==> config.mk <==
export PLATFORM = sky130hd
export DESIGN_NAME = board_input_top
export DESIGN_NICKNAME = d
export VERILOG_FILES = /design/src/board_input_pkg.sv /design/src/board_input_top.sv /design/src/input_regs.sv /design/src/edge_capture.sv /design/src/debouncer.sv /design/src/input_sync.sv
export SDC_FILE = /design/constraint.sdc
export NUM_CORES = 1
export LEC_CHECK = 0
export BUFFER_PORTS_ARGS = -buffer_cell sky130_fd_sc_hd__buf_2
export CAP_MARGIN = 40
export CORE_MARGIN = 2
export CORE_UTILIZATION = 56
export CTS_CLUSTER_DIAMETER = 80
export DETAILED_ROUTE_END_ITERATION = 7
export HOLD_SLACK_MARGIN = 0.1
export PLACE_DENSITY = 0.8
export SKIP_LAST_GASP = 1
export SLEW_MARGIN = 10
export SYNTH_ARGS = -nofsm -noshare
export SYNTH_HDL_FRONTEND = slang
export SYNTH_HIERARCHICAL = 1
export SYNTH_SLANG_ARGS = --single-unit
==> constraint.sdc <==
create_clock -name clk -period 3.45 [get_ports clk]
set_clock_uncertainty 0.15 [all_clocks]
set_input_delay 0.5175 -clock clk [delete_from_list [all_inputs] [get_ports clk]]
set_output_delay 0.5175 -clock clk [all_outputs]
set_load 0.1 [all_outputs]
==> src/board_input_pkg.sv <==
// Shared widths, register map and reset values for the board input block; referenced by scope
package board_input_pkg;

    // ----------------------------------------
    // Datapath widths
    // ----------------------------------------

    // Push-buttons plus switches
    localparam int NUM_INPUTS   = 8;

    // Sample divisor and wrapping counter
    localparam int SAMPLE_DIV_W = 16;

    // Saturation count and per-bit counters
    localparam int PULSE_CNT_W  = 8;

    // ----------------------------------------
    // Register port
    // ----------------------------------------

    localparam int REG_ADDR_W   = 3;
    localparam int REG_DATA_W   = 16;

    // Register map
    localparam logic [REG_ADDR_W-1:0] ADDR_SAMPLE_DIV = 3'd0;
    localparam logic [REG_ADDR_W-1:0] ADDR_PULSE_CNT  = 3'd1;
    // Read only, writes dropped
    localparam logic [REG_ADDR_W-1:0] ADDR_LEVELS     = 3'd2;
    // Write one to clear
    localparam logic [REG_ADDR_W-1:0] ADDR_EVENTS     = 3'd3;
    localparam logic [REG_ADDR_W-1:0] ADDR_IRQ_MASK   = 3'd4;

    // ----------------------------------------
    // Configuration reset values
    // ----------------------------------------

    // Tick every 25000 cycles
    localparam logic [SAMPLE_DIV_W-1:0] SAMPLE_DIV_RST = 16'd24999;
    // Ticks of stable high before a level rises
    localparam logic [PULSE_CNT_W-1:0]  PULSE_CNT_RST  = 8'd150;

endpackage
==> src/board_input_top.sv <==
// Top level of the board input block, connecting synchronizer, debouncer, edge stage and registers
`timescale 1ns/10ps

module board_input_top (
    input  logic                                 clk,
    input  logic                                 rst,
    input  logic [board_input_pkg::NUM_INPUTS-1:0] raw_in,
    input  logic                                 reg_wr,
    input  logic [board_input_pkg::REG_ADDR_W-1:0] reg_addr,
    input  logic [board_input_pkg::REG_DATA_W-1:0] reg_wdata,
    output logic [board_input_pkg::REG_DATA_W-1:0] reg_rdata,
    output logic [board_input_pkg::NUM_INPUTS-1:0] levels,
    output logic                                 irq
);

    // ----------------------------------------
    // Internal nets
    // ----------------------------------------

    logic [board_input_pkg::NUM_INPUTS-1:0]   sync_in;
    logic [board_input_pkg::SAMPLE_DIV_W-1:0] sample_div;
    logic [board_input_pkg::PULSE_CNT_W-1:0]  pulse_cnt;
    logic [board_input_pkg::NUM_INPUTS-1:0]   irq_mask;
    logic [board_input_pkg::NUM_INPUTS-1:0]   event_clr;
    logic [board_input_pkg::NUM_INPUTS-1:0]   events;

    // ----------------------------------------
    // Datapath
    // ----------------------------------------

    // Raw lines into clk domain
    input_sync u_input_sync (
        .clk     (clk),
        .rst     (rst),
        .raw_in  (raw_in),
        .sync_in (sync_in)
    );

    // Debounced levels also go straight out
    debouncer u_debouncer (
        .clk        (clk),
        .rst        (rst),
        .sync_in    (sync_in),
        .sample_div (sample_div),
        .pulse_cnt  (pulse_cnt),
        .levels     (levels)
    );

    edge_capture u_edge_capture (
        .clk       (clk),
        .rst       (rst),
        .levels    (levels),
        .event_clr (event_clr),
        .irq_mask  (irq_mask),
        .events    (events),
        .irq       (irq)
    );

    // Software side
    input_regs u_input_regs (
        .clk        (clk),
        .rst        (rst),
        .reg_wr     (reg_wr),
        .reg_addr   (reg_addr),
        .reg_wdata  (reg_wdata),
        .reg_rdata  (reg_rdata),
        .levels     (levels),
        .events     (events),
        .sample_div (sample_div),
        .pulse_cnt  (pulse_cnt),
        .irq_mask   (irq_mask),
        .event_clr  (event_clr)
    );

endmodule

==> src/input_regs.sv <==
// Register block holding debounce configuration and interrupt mask, with status reads and clears
`timescale 1ns/10ps

module input_regs (
    input  logic                                   clk,
    input  logic                                   rst,
    input  logic                                   reg_wr,
    input  logic [board_input_pkg::REG_ADDR_W-1:0]   reg_addr,
    input  logic [board_input_pkg::REG_DATA_W-1:0]   reg_wdata,
    output logic [board_input_pkg::REG_DATA_W-1:0]   reg_rdata,
    input  logic [board_input_pkg::NUM_INPUTS-1:0]   levels,
    input  logic [board_input_pkg::NUM_INPUTS-1:0]   events,
    output logic [board_input_pkg::SAMPLE_DIV_W-1:0] sample_div,
    output logic [board_input_pkg::PULSE_CNT_W-1:0]  pulse_cnt,
    output logic [board_input_pkg::NUM_INPUTS-1:0]   irq_mask,
    output logic [board_input_pkg::NUM_INPUTS-1:0]   event_clr
);

    // Zero padding for narrow fields on the read bus
    localparam int PAD_PULSE = board_input_pkg::REG_DATA_W - board_input_pkg::PULSE_CNT_W;
    localparam int PAD_BITS  = board_input_pkg::REG_DATA_W - board_input_pkg::NUM_INPUTS;

    // ----------------------------------------
    // Write decode
    // ----------------------------------------

    logic wr_sample_div;
    logic wr_pulse_cnt;
    logic wr_events;
    logic wr_irq_mask;

    assign wr_sample_div = reg_wr && (reg_addr == board_input_pkg::ADDR_SAMPLE_DIV);
    assign wr_pulse_cnt  = reg_wr && (reg_addr == board_input_pkg::ADDR_PULSE_CNT);
    assign wr_events     = reg_wr && (reg_addr == board_input_pkg::ADDR_EVENTS);
    assign wr_irq_mask   = reg_wr && (reg_addr == board_input_pkg::ADDR_IRQ_MASK);

    // Configuration, live on the cycle after the write
    always_ff @(posedge clk) begin
        if (rst) begin
            sample_div <= board_input_pkg::SAMPLE_DIV_RST;
            pulse_cnt  <= board_input_pkg::PULSE_CNT_RST;
            irq_mask   <= '0;
        end else begin
            if (wr_sample_div) begin
                sample_div <= reg_wdata[board_input_pkg::SAMPLE_DIV_W-1:0];
            end
            if (wr_pulse_cnt) begin
                pulse_cnt <= reg_wdata[board_input_pkg::PULSE_CNT_W-1:0];
            end
            if (wr_irq_mask) begin
                irq_mask <= reg_wdata[board_input_pkg::NUM_INPUTS-1:0];
            end
        end
    end

    // ----------------------------------------
    // Event clear strobe
    // ----------------------------------------

    // One cycle wide, low bits of the write data
    always_ff @(posedge clk) begin
        if (rst) begin
            event_clr <= '0;
        end else if (wr_events) begin
            event_clr <= reg_wdata[board_input_pkg::NUM_INPUTS-1:0];
        end else begin
            event_clr <= '0;
        end
    end

    // ----------------------------------------
    // Read mux
    // ----------------------------------------

    always_comb begin
        case (reg_addr)
            board_input_pkg::ADDR_SAMPLE_DIV: reg_rdata = sample_div;
            board_input_pkg::ADDR_PULSE_CNT:  reg_rdata = {{PAD_PULSE{1'b0}}, pulse_cnt};
            board_input_pkg::ADDR_LEVELS:     reg_rdata = {{PAD_BITS{1'b0}}, levels};
            board_input_pkg::ADDR_EVENTS:     reg_rdata = {{PAD_BITS{1'b0}}, events};
            board_input_pkg::ADDR_IRQ_MASK:   reg_rdata = {{PAD_BITS{1'b0}}, irq_mask};
            // Unmapped
            default:                          reg_rdata = '0;
        endcase
    end

    // Strobe only ever follows an events write
    a_clr_source: assert property (@(posedge clk) disable iff (rst)
        (event_clr != '0) |-> $past(wr_events));

endmodule

==> src/edge_capture.sv <==
// Rising-edge detector with sticky event bits, write-one-to-clear and a masked interrupt
`timescale 1ns/10ps

module edge_capture (
    input  logic                                 clk,
    input  logic                                 rst,
    input  logic [board_input_pkg::NUM_INPUTS-1:0] levels,
    input  logic [board_input_pkg::NUM_INPUTS-1:0] event_clr,
    input  logic [board_input_pkg::NUM_INPUTS-1:0] irq_mask,
    output logic [board_input_pkg::NUM_INPUTS-1:0] events,
    output logic                                 irq
);

    // ----------------------------------------
    // Edge detection
    // ----------------------------------------

    logic [board_input_pkg::NUM_INPUTS-1:0] levels_q;
    logic [board_input_pkg::NUM_INPUTS-1:0] rise;

    // Current high, previous low
    assign rise = levels & ~levels_q;

    always_ff @(posedge clk) begin
        if (rst) begin
            levels_q <= '0;
        end else begin
            levels_q <= levels;
        end
    end

    // ----------------------------------------
    // Sticky events and interrupt
    // ----------------------------------------

    always_ff @(posedge clk) begin
        if (rst) begin
            events <= '0;
            irq    <= 1'b0;
        end else begin
            // Set wins over clear in the same cycle
            events <= (events & ~event_clr) | rise;
            // Registered, one cycle behind events
            irq    <= |(events & irq_mask);
        end
    end

    // Only software clears an event, through the register block
    a_event_hold: assert property (@(posedge clk) disable iff (rst)
        ((~events & $past(events) & ~$past(event_clr)) == '0));

endmodule

==> src/debouncer.sv <==
// Debouncer with one shared sample tick and one saturating counter per input bit
`timescale 1ns/10ps

module debouncer (
    input  logic                                   clk,
    input  logic                                   rst,
    input  logic [board_input_pkg::NUM_INPUTS-1:0]   sync_in,
    input  logic [board_input_pkg::SAMPLE_DIV_W-1:0] sample_div,
    input  logic [board_input_pkg::PULSE_CNT_W-1:0]  pulse_cnt,
    output logic [board_input_pkg::NUM_INPUTS-1:0]   levels
);

    // ----------------------------------------
    // Sample tick
    // ----------------------------------------

    logic [board_input_pkg::SAMPLE_DIV_W-1:0] wrap_cnt;
    logic                                     tick;

    // Greater-or-equal so a lowered divisor still wraps
    assign tick = (wrap_cnt >= sample_div);

    always_ff @(posedge clk) begin
        if (rst) begin
            wrap_cnt <= '0;
        end else if (tick) begin
            wrap_cnt <= '0;
        end else begin
            wrap_cnt <= wrap_cnt + 1'b1;
        end
    end

    // ----------------------------------------
    // Per-bit saturating counters
    // ----------------------------------------

    logic [board_input_pkg::PULSE_CNT_W-1:0] sat_cnt [board_input_pkg::NUM_INPUTS];

    for (genvar i = 0; i < board_input_pkg::NUM_INPUTS; i++) begin : g_bit

        always_ff @(posedge clk) begin
            if (rst || !sync_in[i]) begin
                // Any low sample restarts the count
                sat_cnt[i] <= '0;
            end else if (sat_cnt[i] > pulse_cnt) begin
                // Saturation count lowered under us
                sat_cnt[i] <= pulse_cnt;
            end else if (tick && (sat_cnt[i] < pulse_cnt)) begin
                sat_cnt[i] <= sat_cnt[i] + 1'b1;
            end
        end

        // Level high while saturated, and through the overshoot of a lowered pulse_cnt
        assign levels[i] = (sat_cnt[i] >= pulse_cnt);

        // Overshoot from a lowered pulse_cnt lasts one cycle at most
        a_sat_bound: assert property (@(posedge clk) disable iff (rst)
            (sat_cnt[i] > pulse_cnt) |=> (sat_cnt[i] <= pulse_cnt));
    end

    // Tick is a single-cycle pulse unless the divisor is zero
    a_tick_pulse: assert property (@(posedge clk) disable iff (rst)
        tick |=> (!tick || (sample_div == '0)));

endmodule

==> src/input_sync.sv <==
// Two-flop synchronizer that brings the asynchronous board lines into the clk domain
`timescale 1ns/10ps

module input_sync (
    input  logic                               clk,
    input  logic                               rst,
    input  logic [board_input_pkg::NUM_INPUTS-1:0] raw_in,
    output logic [board_input_pkg::NUM_INPUTS-1:0] sync_in
);

    // ----------------------------------------
    // Synchronizer stages
    // ----------------------------------------

    // First stage may go metastable
    logic [board_input_pkg::NUM_INPUTS-1:0] meta_q;

    always_ff @(posedge clk) begin
        if (rst) begin
            meta_q  <= '0;
            sync_in <= '0;
        end else begin
            // Raw line to meta stage
            meta_q  <= raw_in;
            // Settled copy, two edges after raw_in
            sync_in <= meta_q;
        end
    end

    // No logic between the two stages, the full period is for settling

endmodule

==> results of run 1 <==
[routing by layer]
| layer | vias up | part of all wire, % | track usage (%) |
|---|---|---|---|
| li1 | 3750 | - | - |
| met1 | 3953 | 39 | 36.9 |
| met2 | 392 | 49 | 49.5 |
| met3 | 89 | 7.2 | 5.82 |
| met4 | 0 | 4.1 | 14.7 |
| met5 | - | 0 | 0 |
[synth_stat cells (31+ instances only)]
| library cell | count | area (µm²) |
|---|---|---|
| nand3_1 | 96 | 480 |
| edfxtp_1 | 64 | 1920 |
| nand2_1 | 81 | 304 |
| inv_1 | 41 | 154 |
| a21oi_1 | 33 | 165 |
| dfxtp_1 | 89 | 1780 |
| xnor2_1 | 31 | 272 |
| xor2_1 | 31 | 272 |
| ha_1 | 89 | 1110 |
| nor3_1 | 36 | 180 |
| o2bb2ai_1 | 40 | 350 |
| nor2_1 | 42 | 158 |
[sequential cells by signal (all words and copies together) (netlist names)]
name                     cells
u_debouncer/sat_cnt         64
u_debouncer/wrap_cnt        16
u_input_regs/sample_div     16
u_edge_capture/events        8
u_edge_capture/levels_q      8
u_input_regs/event_clr       8
u_input_regs/irq_mask        8
u_input_regs/pulse_cnt       8
u_input_sync/meta_q          8
u_input_sync/sync_in         8
u_edge_capture/irq           1
[kinds of logic after synthesis]
logic type                 after synthesis  share of synthesized area (%)
and+or+nand+nor                        379                           21.7
AOI/OAI and AO/OA                      166                           14.3
DFF                                    153                           39.7
adders and majority gates               89                           11.9
buffers and inverters                   88                           4.25
xor gates and xnor gates                62                           5.82
muxes                                   20                           2.24
[final cells by class]
class	instances	area share, %
well taps	220	2.35
flip-flops and latches	153	31.8
repair buffers	136	9.10
clock buffers	20	4.09
clock inverters	12	1.07
multi-input cells	716	50.0
inverters	42	1.68
[power breakdown]
group | switching, mW | internal, mW
clock | 0.807 | 1.10
combinational | 0.256 | 0.167
sequential | 0.0446 | 1.92
total | 1.11 | 3.19
[final timing paths]
kind	start	to	slack [ns]	cells after the start
worst min-delay path	raw_in[4]	u_input_sync/meta_q[4]	0.15	2
worst min register to register	u_input_sync/meta_q[4]	u_input_sync/sync_in[4]	0.29	1
worst max-delay path	u_input_regs/pulse_cnt[6]	reg_rdata[3]	-0.25	11
worst max register to register	u_input_regs/pulse_cnt[6]	u_debouncer/sat_cnt[0][24]	0.45	10
[worst reg2reg max path, stage by stage, from the launching register on]
cell	delay (ns)
dfxtp_2	0.36
clkinvlp_4	0.18
buf_6	0.17
ha_1	0.33
a21oi_1	0.20
nand2_1	0.13
a221oi_4	0.38
buf_4	0.26
nor3_1	0.08
a31oi_1	0.27
buf_4	0.22
[per-stage QoR]
stage                     instances  utilization, %  setup TNS [ns]  hold slack (ns)
final                          1299            71.1           -1.18            0.146
after global routing           1299            71.1           -1.81            0.151
after CTS                      1284            69.2          -0.994            0.139
after detailed placement       1232            62.7               0            0.276
after global placement         1232            62.7               0            0.266
after floorplan                 957               -               0            0.264
[what timing repair did]
action | in CTS | in global routing
endpoints found under the setup margin | 8 | 8
buffers inserted | 20 | 15
endpoints found under the hold margin | 0 | 0
gates resized for setup | 52 | 32
pin swaps | 30 | 36
==> results.ini, run 1 <==
[critical_path]
critPathMaxStageDelay_ns = 0.38
startpoint_type = flop
crit_fanout = 4
cp_data_required_time_ns = 2.78
critPathBufInv = 3
cpMaxStageDelayCell = a221oi_4
crit_path_end_kind = primary output
cp.arrival_ns = 3.03
critical_path_class = reg2out
cp_top_family = compound AO/OA/AOI/OAI gates
cp_cell_sequence = clkinvlp_4, buf_6, ha_1, a21oi_1, nand2_1, a221oi_4, nand2_8, mux2_4, a22oi_2, o22ai_4, buf_12

[floorplan]
dieWidth_um = 133
ios = 55
fp.dieH_um = 133
initial_core_util_pct = 56.7
core_um2 = 16500
rows = 47
die_area_um2 = 17700

[grt]
antenna_found_initial = 0
grt_pass1_vias = 7862
grt_pass1_wl_um = 41200
grt_max_degree = 42
overflow = 0
grt_use_total_pct = 29.7

[place]
globalplace.congestion = 0.866
dp_hpwl_um = 17000
portBuffers = 54
placed_cell_area_um2 = 10300
post-place-ws_ns = 0.0719

[route]
wl_um = 27100
ant_nets = 0
vias = 8184
route.detailed.drc = 0
first_pass_iters = 8
via_per_inst = 6.30
wl_per_cell_um = 20.9
drtIter0Drc = 672

[finish]
final_common_cell = nand3_1
area_growth_pct = 25.5
layout-drive-gt1-share_pct = 25.5
fillers = 1153
final_cell_mix = nand3_1, dfxtp_1, buf_4
seq_area_um2 = 3720
n_antenna_cell = 0
final_nets = 1185
multiInputGateArea_um2 = 5850
design_area_um2 = 11700

[clocking]
numClockSinks = 153
holdBufCountCts = 0
cts_inserted_buffers = 17
clockBufferDepth = 2
htreeDepth = 4
path_clk_slew_ns = 0.06
clock_latency_ns = 0.43
tritoncts = yes
clock-root-buffer = clkbuf_16

[yosys]
synth-main-ff-cell = dfxtp_1
ys_seq_area_share_pct = 39.7
synth_edf_count = 64
yosysWarningCount = 6
netlist_area_um2 = 9330
ys_types = 59
syn_inst = 957
avgSynthCellArea_um2 = 9.75
syn_nets = 1076
async_flop_share_pct = 0
yosys_register_bits = 153

[power_and_ir_drop]
p_per_area_nw_per_um2 = 367
worst_ir_drop_vdd_uv = 320
power_mw = 4.29
power.leakage_nw = 4.85

[sta]
worst_slack_ns = -0.247
final-setup-viol-count = 7
fin_crit_ns = 3.70
fmax_mhz = 271
worst_pin_slew_ns = 0.808
min_period_over_period_pct = 107
maxSlewViolCount = 0
rsz0062_at_grt = true
max-slew-margin-rel_pct = 45.9
finalHoldViolCount = 0

[job]
cap_violations = 0

[status]
status = finished, violations left
violations = negative setup slack

[hold_path]
min_path_type = in2reg

Power figures use the tool's default switching activity.
==> run 2, diff against run 1 <==
- TNS_END_PERCENT: unset -> 1
==> run 2 against run 1 <==
Effect of this change:
- the flow still finishes with violations (negative setup slack)
- global-route usage fell by 0.99 points
- setup slack better by 0.0062 ns
- first-iteration DRC count grew 26%
- hold slack is essentially flat
- register-to-register slack better by 0.07 ns
- final area is 3.5% lower
- critical path depth decreased by 2
- total power shrank 2.6%
- combinational power shrank 5.2%
- clock power fell by 5%
==> results.ini, run 2 (synthesis gave the netlist of run 1 again) <==
[power_and_ir_drop]
power.leakage_nw = 4.76  ; -1.9%
worst_ir_drop_vdd_uv = 457  ; +43%
p_per_area_nw_per_um2 = 370  ; +0.88%
power_mw = 4.18  ; -2.6%

[finish]
reg_top3 = u_debouncer/sat_cnt x64, u_debouncer/wrap_cnt x16, u_input_regs/sample_div x16
final_cells = 1286  ; -1.0%
n_antenna_cell = 0  ; unchanged
final_nets = 1172  ; -1.1%
area_growth_pct = 21.1
fillers = 1196  ; +3.7%
regMostFlops = u_debouncer/sat_cnt
layout-drive-gt1-share_pct = 22.3  ; -3.2 points
largest_register_ff_count = 64  ; unchanged
utilization_pct = 68.7  ; -2.5 points
final_common_cell = nand3_1
final_cell_mix = nand3_1, dfxtp_1, ha_1
design_area_um2 = 11300  ; -3.5%

[critical_path]
cpMaxStageDelayCell = edfxtp_1
critPathMaxStageDelay_ns = 0.46  ; +0.08 ns
rr_endpoint = u_debouncer/sat_cnt[1][16]
cp_cell_sequence = ha_1, and3_1, a221o_1, a221oi_4, nand2_4, mux2_4, a22oi_2, o22ai_4, buf_12
crit_path_end_kind = primary output
cp.arrival_ns = 3.02  ; about the same
cp_top_family = compound AO/OA/AOI/OAI gates
startpoint_type = flop
cp_data_required_time_ns = 2.78  ; about the same
r2r-start = u_debouncer/sat_cnt[1][17]
r2r_cells = 10  ; unchanged
reg2reg_setup_slack_ns = 0.52  ; +0.07 ns
critical_path_class = reg2out
critPathBufInv = 1  ; -2
crit_fanout = 4  ; unchanged

[place]
globalplace.congestion = 0.869  ; +0.27%
placed_cell_area_um2 = 10300  ; +0.13%
dpl.cell_count = 1239  ; +0.57%
portBuffers = 54  ; unchanged
dp_hpwl_um = 16700  ; -2.0%

[hold_path]
min_path_type = in2reg
worstHoldStart = raw_in[6]
hold_path_end = u_input_sync/meta_q[6]
holdPathStages = 2  ; unchanged

[sta]
min_period_over_period_pct = 107  ; -0.18 points
max-slew-margin-rel_pct = 41.0  ; -4.9 points
rsz0062_at_grt = true
fmax_mhz = 271  ; +0.17%
finalHoldViolCount = 0  ; unchanged
maxSlewViolCount = 0  ; unchanged
worst_pin_slew_ns = 0.881  ; +0.0730 ns
final-setup-viol-count = 8  ; +1
setup-tns-final_ns = -1.33  ; -0.146 ns
fin_crit_ns = 3.69  ; -0.00622 ns
worst_slack_ns = -0.240  ; +0.00622 ns

[route]
wl_per_cell_um = 20.0  ; -4.1%
top_layer = met4
vias = 8062  ; -1.5%
drtIter0Drc = 847  ; +26%
route.detailed.drc = 0  ; unchanged
dr_wl_met2_um = 12000  ; -11%
via_per_inst = 6.27  ; -0.49%
ant_nets = 0  ; unchanged
drt-met1-wl_um = 10400  ; -2.4%
wl_met3_um = 2260  ; +15%
first_pass_iters = 8  ; unchanged
wl_um = 25700  ; -5.1%

[floorplan]
fp.dieH_um = 133  ; unchanged
initial_core_util_pct = 56.7  ; unchanged
die_area_um2 = 17700  ; unchanged
ios = 55  ; unchanged
core_um2 = 16500  ; unchanged
rows = 47  ; unchanged
dieWidth_um = 133  ; unchanged

[grt]
grt_use_total_pct = 28.7  ; -0.99 points
grt_pass1_wl_um = 39900  ; -3.2%
antenna_found_initial = 0  ; unchanged
grt_pass1_vias = 7738  ; -1.6%
grt_max_degree = 77  ; +83%
overflow = 0  ; unchanged

[status]
status = finished, violations left
violations = negative setup slack

[clocking]
clock_latency_ns = 0.43  ; about the same
path_clk_slew_ns = 0.06  ; about the same
tritoncts = yes
clockBufferDepth = 2  ; unchanged
clock-root-buffer = clkbuf_16
htreeDepth = 4  ; unchanged
holdBufCountCts = 0  ; unchanged
numClockSinks = 153  ; unchanged
cts_inserted_buffers = 17  ; unchanged

[job]
cap_violations = 0  ; unchanged

## run 2: cell types whose count changed in the layout (fill, tap and decap cells not counted), moves of 3 or more
cell and change:
buf_12 -3, buf_4 -8, ha_1 +13, mux2_4 -3, ha_4 -13, mux2_2 +3, a21oi_2 -5, a21oi_1 +5
## run 2: repair_timing
| item | in CTS | in global routing |
|---|---|---|
| setup buffers | 8 | 7 |
| gates resized for setup | 52 | 9 |
| setup endpoints to repair | 8 | 9 |
| pin swaps | 19 | 5 |
| cloned | 0 | 0 |
## run 2: cell type report
cell class | instances | area (µm²) | share of cell area (%)
Inverter | 42 | 181 | 1.60
Multi-Input combinational cell | 716 | 5640 | 49.9
Sequential cell | 153 | 3720 | 32.9
Tap cell | 220 | 275 | 2.43
Timing Repair Buffer | 123 | 923 | 8.17
Clock buffer | 18 | 429 | 3.80
Clock inverter | 14 | 138 | 1.22
## run 2: metrics by stage
step / setup WS [ns] / hold WS, ns
floorplan: -0.0744 / 0.264
global placement: 0.0357 / 0.265
detailed placement: -0.00341 / 0.279
CTS: -0.191 / 0.136
global route: -0.304 / 0.141
finish: -0.240 / 0.145
## run 2: worst register-to-register path, delay by kind of cell, from the launching register on
family | cells | cell delay (ns)
AOI/OAI and AO/OA | 3 | 0.88
buffers and inverters | 4 | 0.58
DFF | 1 | 0.46
adders and majority gates | 1 | 0.32
and+or+nand+nor | 2 | 0.26
## run 2: layer usage
| layer | global-route usage, % | vias up |
|---|---|---|
| li1 | - | 3734 |
| met1 | 36.9 | 3812 |
| met4 | 14.5 | 0 |
| met2 | 46.1 | 432 |
| met3 | 5.94 | 84 |
| met5 | 0 | - |
## run 2: how the worst max path moves through the flow
| stage | slack (ns) | endpoint | cells past startpoint | start |
|---|---|---|---|---|
| finish | -0.24 | reg_rdata[6] | 9 | u_debouncer/sat_cnt[1][17] |
| global route | -0.30 | reg_rdata[6] | 11 | u_input_regs/pulse_cnt[6] |
| CTS | -0.19 | reg_rdata[5] | 9 | u_debouncer/sat_cnt[1][11] |
| detailed placement | -0.003 | reg_rdata[7] | 10 | u_input_regs/pulse_cnt[2] |
| global placement | 0.04 | reg_rdata[7] | 10 | u_input_regs/pulse_cnt[2] |
| floorplan | -0.07 | reg_rdata[3] | 11 | u_input_regs/pulse_cnt[2] |
## run 2: report_power, final
part | switching [mW] | internal [mW]
clock | 0.806 | 1.01
sequential | 0.0439 | 1.92
combinational | 0.248 | 0.154
total | 1.10 | 3.09
==> run 3, diff against run 2 <==
- SYNTH_HIERARCHICAL: 1 -> unset
- clock period: 3.45 -> 3.37 ns (I/O delays scaled with it)
==> run 3 against run 2 <==
Effect of this change:
- combinational power fell by 3%
- via count rose by 0.83%
- largest power group unchanged
- synthesized area rose by 1.9%
- register-to-register slack got worse by 0.28 ns
- critical path depth fell by 1
- non-clock buffer count fell by 39
- sequential power rose by 3%
- final area fell by 3.2%
- the run now ends clean
- synthesized cell count rose by 5.5%
- wire length fell by 3.1%
- first-iteration DRC count fell by 23%
- sequential share of layout area rose by 0.98 points
==> results.ini, run 3 <==
[finish]
final_cells = 1301  ; +1.2%
final_nets = 1187  ; +1.3%
multiInputGateArea_um2 = 5420  ; -3.9%
largest_register_ff_count = 64  ; unchanged
fillers = 1284  ; +7.4%
n_antenna_cell = 0  ; unchanged
design_area_um2 = 10900  ; -3.2%
reg_top3 = u_debouncer.sat_cnt x64, u_debouncer.wrap_cnt x16, u_input_regs.sample_div x16
area_growth_pct = 15.0
final_common_cell = nor2_1
seq_area_um2 = 3700  ; -0.30%
regMostFlops = u_debouncer.sat_cnt
final_cell_mix = nor2_1, ha_1, dfxtp_1
layout-drive-gt1-share_pct = 14.5  ; -7.8 points

[floorplan]
ios = 55  ; unchanged
die_area_um2 = 18000  ; +1.9%
core_um2 = 16600  ; +0.71%
fp.dieH_um = 134  ; +0.92%
dieWidth_um = 134  ; +0.92%
initial_core_util_pct = 57.4  ; +0.68 points
rows = 47  ; unchanged

[power_and_ir_drop]
power.switching_mw = 1.09  ; -0.79%
p_per_area_nw_per_um2 = 396  ; +6.9%
p_int_mw = 3.24  ; +5.1%
p_seq_share_pct = 46.5  ; -0.4 points
power.leakage_nw = 4.33  ; -9.1%
worst_ir_drop_vdd_uv = 359  ; -21%
switching_share_pct = 25.1  ; -1.1 points
power.share.combinational_pct = 9.0  ; -0.6 points
power_mw = 4.33  ; +3.5%
pwr-share-clk_pct = 44.6  ; +1.1 points

[grt]
grt_max_degree = 44  ; -43%
busiest_layer = met2
met3_usage_pct = 5.82  ; -0.12 points
grt_pass1_vias = 7689  ; -0.63%
gr-usage-met2_pct = 45.1  ; -1.0 points
grtUsageMet1_pct = 35.1  ; -1.8 points
grt_pass1_wl_um = 39000  ; -2.1%
overflow = 0  ; unchanged
antenna_found_initial = 0  ; unchanged
grt_use_total_pct = 27.7  ; -1.0 points

[hold_path]
min_path_type = in2reg
hold_path_end = u_input_regs.sample_div[8]
holdPathStages = 2  ; unchanged
worstHoldStart = reg_wdata[8]

[yosys]
syn_nets = 1129  ; +4.9%
yosysTopAreaCell = edfxtp_1
ys_types = 59  ; unchanged
yosysMostFrequentCell = nor2_1
synth-main-ff-cell = dfxtp_1
netlist_area_um2 = 9510  ; +1.9%
synth_top_family_by_area = simple AND/OR/NAND/NOR gates
yosys.area_share.simple_pct = 21.7  ; -0.080 points
avgSynthCellArea_um2 = 9.42  ; -3.4%
synth_area_leaders = edfxtp_1, dfxtp_1, ha_1
async_flop_share_pct = 0  ; unchanged
synthTopCellsByCount = nor2_1, dfxtp_1, ha_1, nand2_1, edfxtp_1
yosysWarningCount = 0  ; -6
ys_seq_area_share_pct = 38.9  ; -0.75 points
syn_inst = 1010  ; +5.5%
synth.area.mux_share_pct = 1.30  ; -0.94 points
synth_edf_count = 64  ; unchanged
synth_fa_ha_area_share_pct = 11.7  ; -0.22 points
synth_compound_area_share_pct = 17.0  ; +2.7 points
synth_top_area_share_pct = 20.2  ; -0.39 points
yosys_register_bits = 153  ; unchanged
synthXorXnorAreaFrac_pct = 5.25  ; -0.57 points

[critical_path]
cp.arrival_ns = 2.69  ; -0.33 ns
crit_path_end_kind = primary output
reg2reg_setup_slack_ns = 0.24  ; -0.28 ns
rr_endpoint = u_debouncer.sat_cnt[1][29]
crit_fanout = 4  ; unchanged
r2r_cells = 8  ; -2
startpoint_type = flop
critical_path_class = reg2out
cp_data_required_time_ns = 2.71  ; -0.07 ns
r2r-start = u_debouncer.wrap_cnt[0]

[route]
first_pass_iters = 6  ; -2
wl_um = 24900  ; -3.1%
drtIter0Drc = 654  ; -23%
route.detailed.drc = 0  ; unchanged
vias = 8129  ; +0.83%
ant_nets = 0  ; unchanged
via_per_inst = 6.25  ; -0.33%
wl_per_cell_um = 19.2  ; -4.2%

[clocking]
path_clk_slew_ns = 0.07  ; about the same
clock_latency_ns = 0.43  ; about the same
numClockSinks = 153  ; unchanged
cts_inserted_buffers = 17  ; unchanged
htreeDepth = 4  ; unchanged
tritoncts = yes
clock-root-buffer = clkbuf_16
clockBufferDepth = 2  ; unchanged

[place]
globalplace.congestion = 0.894  ; +2.9%
portBuffers = 54  ; unchanged
post-place-ws_ns = 0.320  ; +0.323 ns
dp_hpwl_um = 16800  ; +0.80%
placed_cell_area_um2 = 10300  ; -0.73%
dpl.cell_count = 1264  ; +2.0%

[sta]
rsz0062_at_grt = true
max-slew-margin-rel_pct = 39.3  ; -1.8 points
min_period_over_period_pct = 99.3
timing.hold.ws_ns = 0.122  ; -0.0231 ns
fin_crit_ns = 3.35
final-setup-viol-count = 0  ; -8
worst_pin_slew_ns = 0.907  ; +0.0260 ns
finalHoldViolCount = 0  ; unchanged
fmax_mhz = 299
worst_slack_ns = 0.0241  ; +0.265 ns
maxSlewViolCount = 0  ; unchanged

[job]
cap_violations = 0  ; unchanged

[status]
status = finished clean

[run 3: cell types whose count changed after synthesis, sizes merged, moves of 13 or more]
cell,delta
nor2,+56
nand3,-54
o2bb2ai,-40
a32o,+39
a21oi,+27
nor2b,+16
o21ai,+15
nand2,-14
nand4,+14
and2b,-13
or2,+13
[run 3: worst max path at each step]
stage	startpoint	to	cells after the start
6_report	u_input_regs.pulse_cnt[7]	reg_rdata[7]	8
5_1_grt	u_input_regs.pulse_cnt[7]	reg_rdata[4]	8
4_1_cts	u_input_regs.pulse_cnt[1]	reg_rdata[6]	8
3_5_place_dp	u_debouncer.wrap_cnt[0]	u_debouncer.sat_cnt[1][23]	8
3_3_place_gp	u_debouncer.wrap_cnt[0]	u_debouncer.sat_cnt[0][3]	8
2_1_floorplan	u_input_regs.pulse_cnt[6]	reg_rdata[1]	7
[run 3: critical path, cell delays in order, from the launching register on]
cell        delay [ns]
dfxtp_1           0.39
clkinvlp_4        0.13
buf_2             0.19
ha_1              0.31
nand4_1           0.13
or2_2             0.35
and3_1            0.24
o21ai_1           0.29
buf_12            0.22
[run 3: layout make-up]
type | instances | area share, %
tap | 220 | 2.52
inverter | 41 | 1.47
sequential | 153 | 33.9
clock buffer | 23 | 4.87
timing repair buffer | 84 | 7.07
multi-input combinational | 771 | 49.6
clock inverter | 9 | 0.663
[run 3: kinds of logic after synthesis]
family,count (synthesis)
muxes,12
buffers and inverters,86
xor gates and xnor gates,57
adders and majority gates,89
and+or+nand+nor,393
AOI/OAI and AO/OA,220
DFF,153
[run 3: stage by stage]
stage | setup TNS, ns | util, %
floorplan | -2.62 | -
CTS | 0 | 65.6
detailed placement | 0 | 61.9
finish | 0 | 66.0
global placement | 0 | 61.9
global route | -0.0810 | 66.0
[run 3: routing by layer]
metal  wire, µm  vias up  share of wire, %
met5          0        -                 0
met3       2020      100               8.1
li1           -     3848                 -
met1      10200     3814                41
met2      11600      367                46
met4       1110        0               4.5
[run 3: power by group through the flow]
stage	Combinational [mW]	Clock, mW	Sequential [mW]
6_report	0.388	1.93	2.01
5_1_grt	0.417	2.02	2.02
4_1_cts	0.378	1.95	2.01
3_5_place_dp	0.373	0	2.05
3_3_place_gp	0.366	0	2.05
2_1_floorplan	0.253	0	2.04
[run 3: what timing repair did]
item	in CTS	in global routing
setup buffers	0	5
hold buffers	0	0
endpoints found under the setup margin	3	13
gates resized for setup	1	3
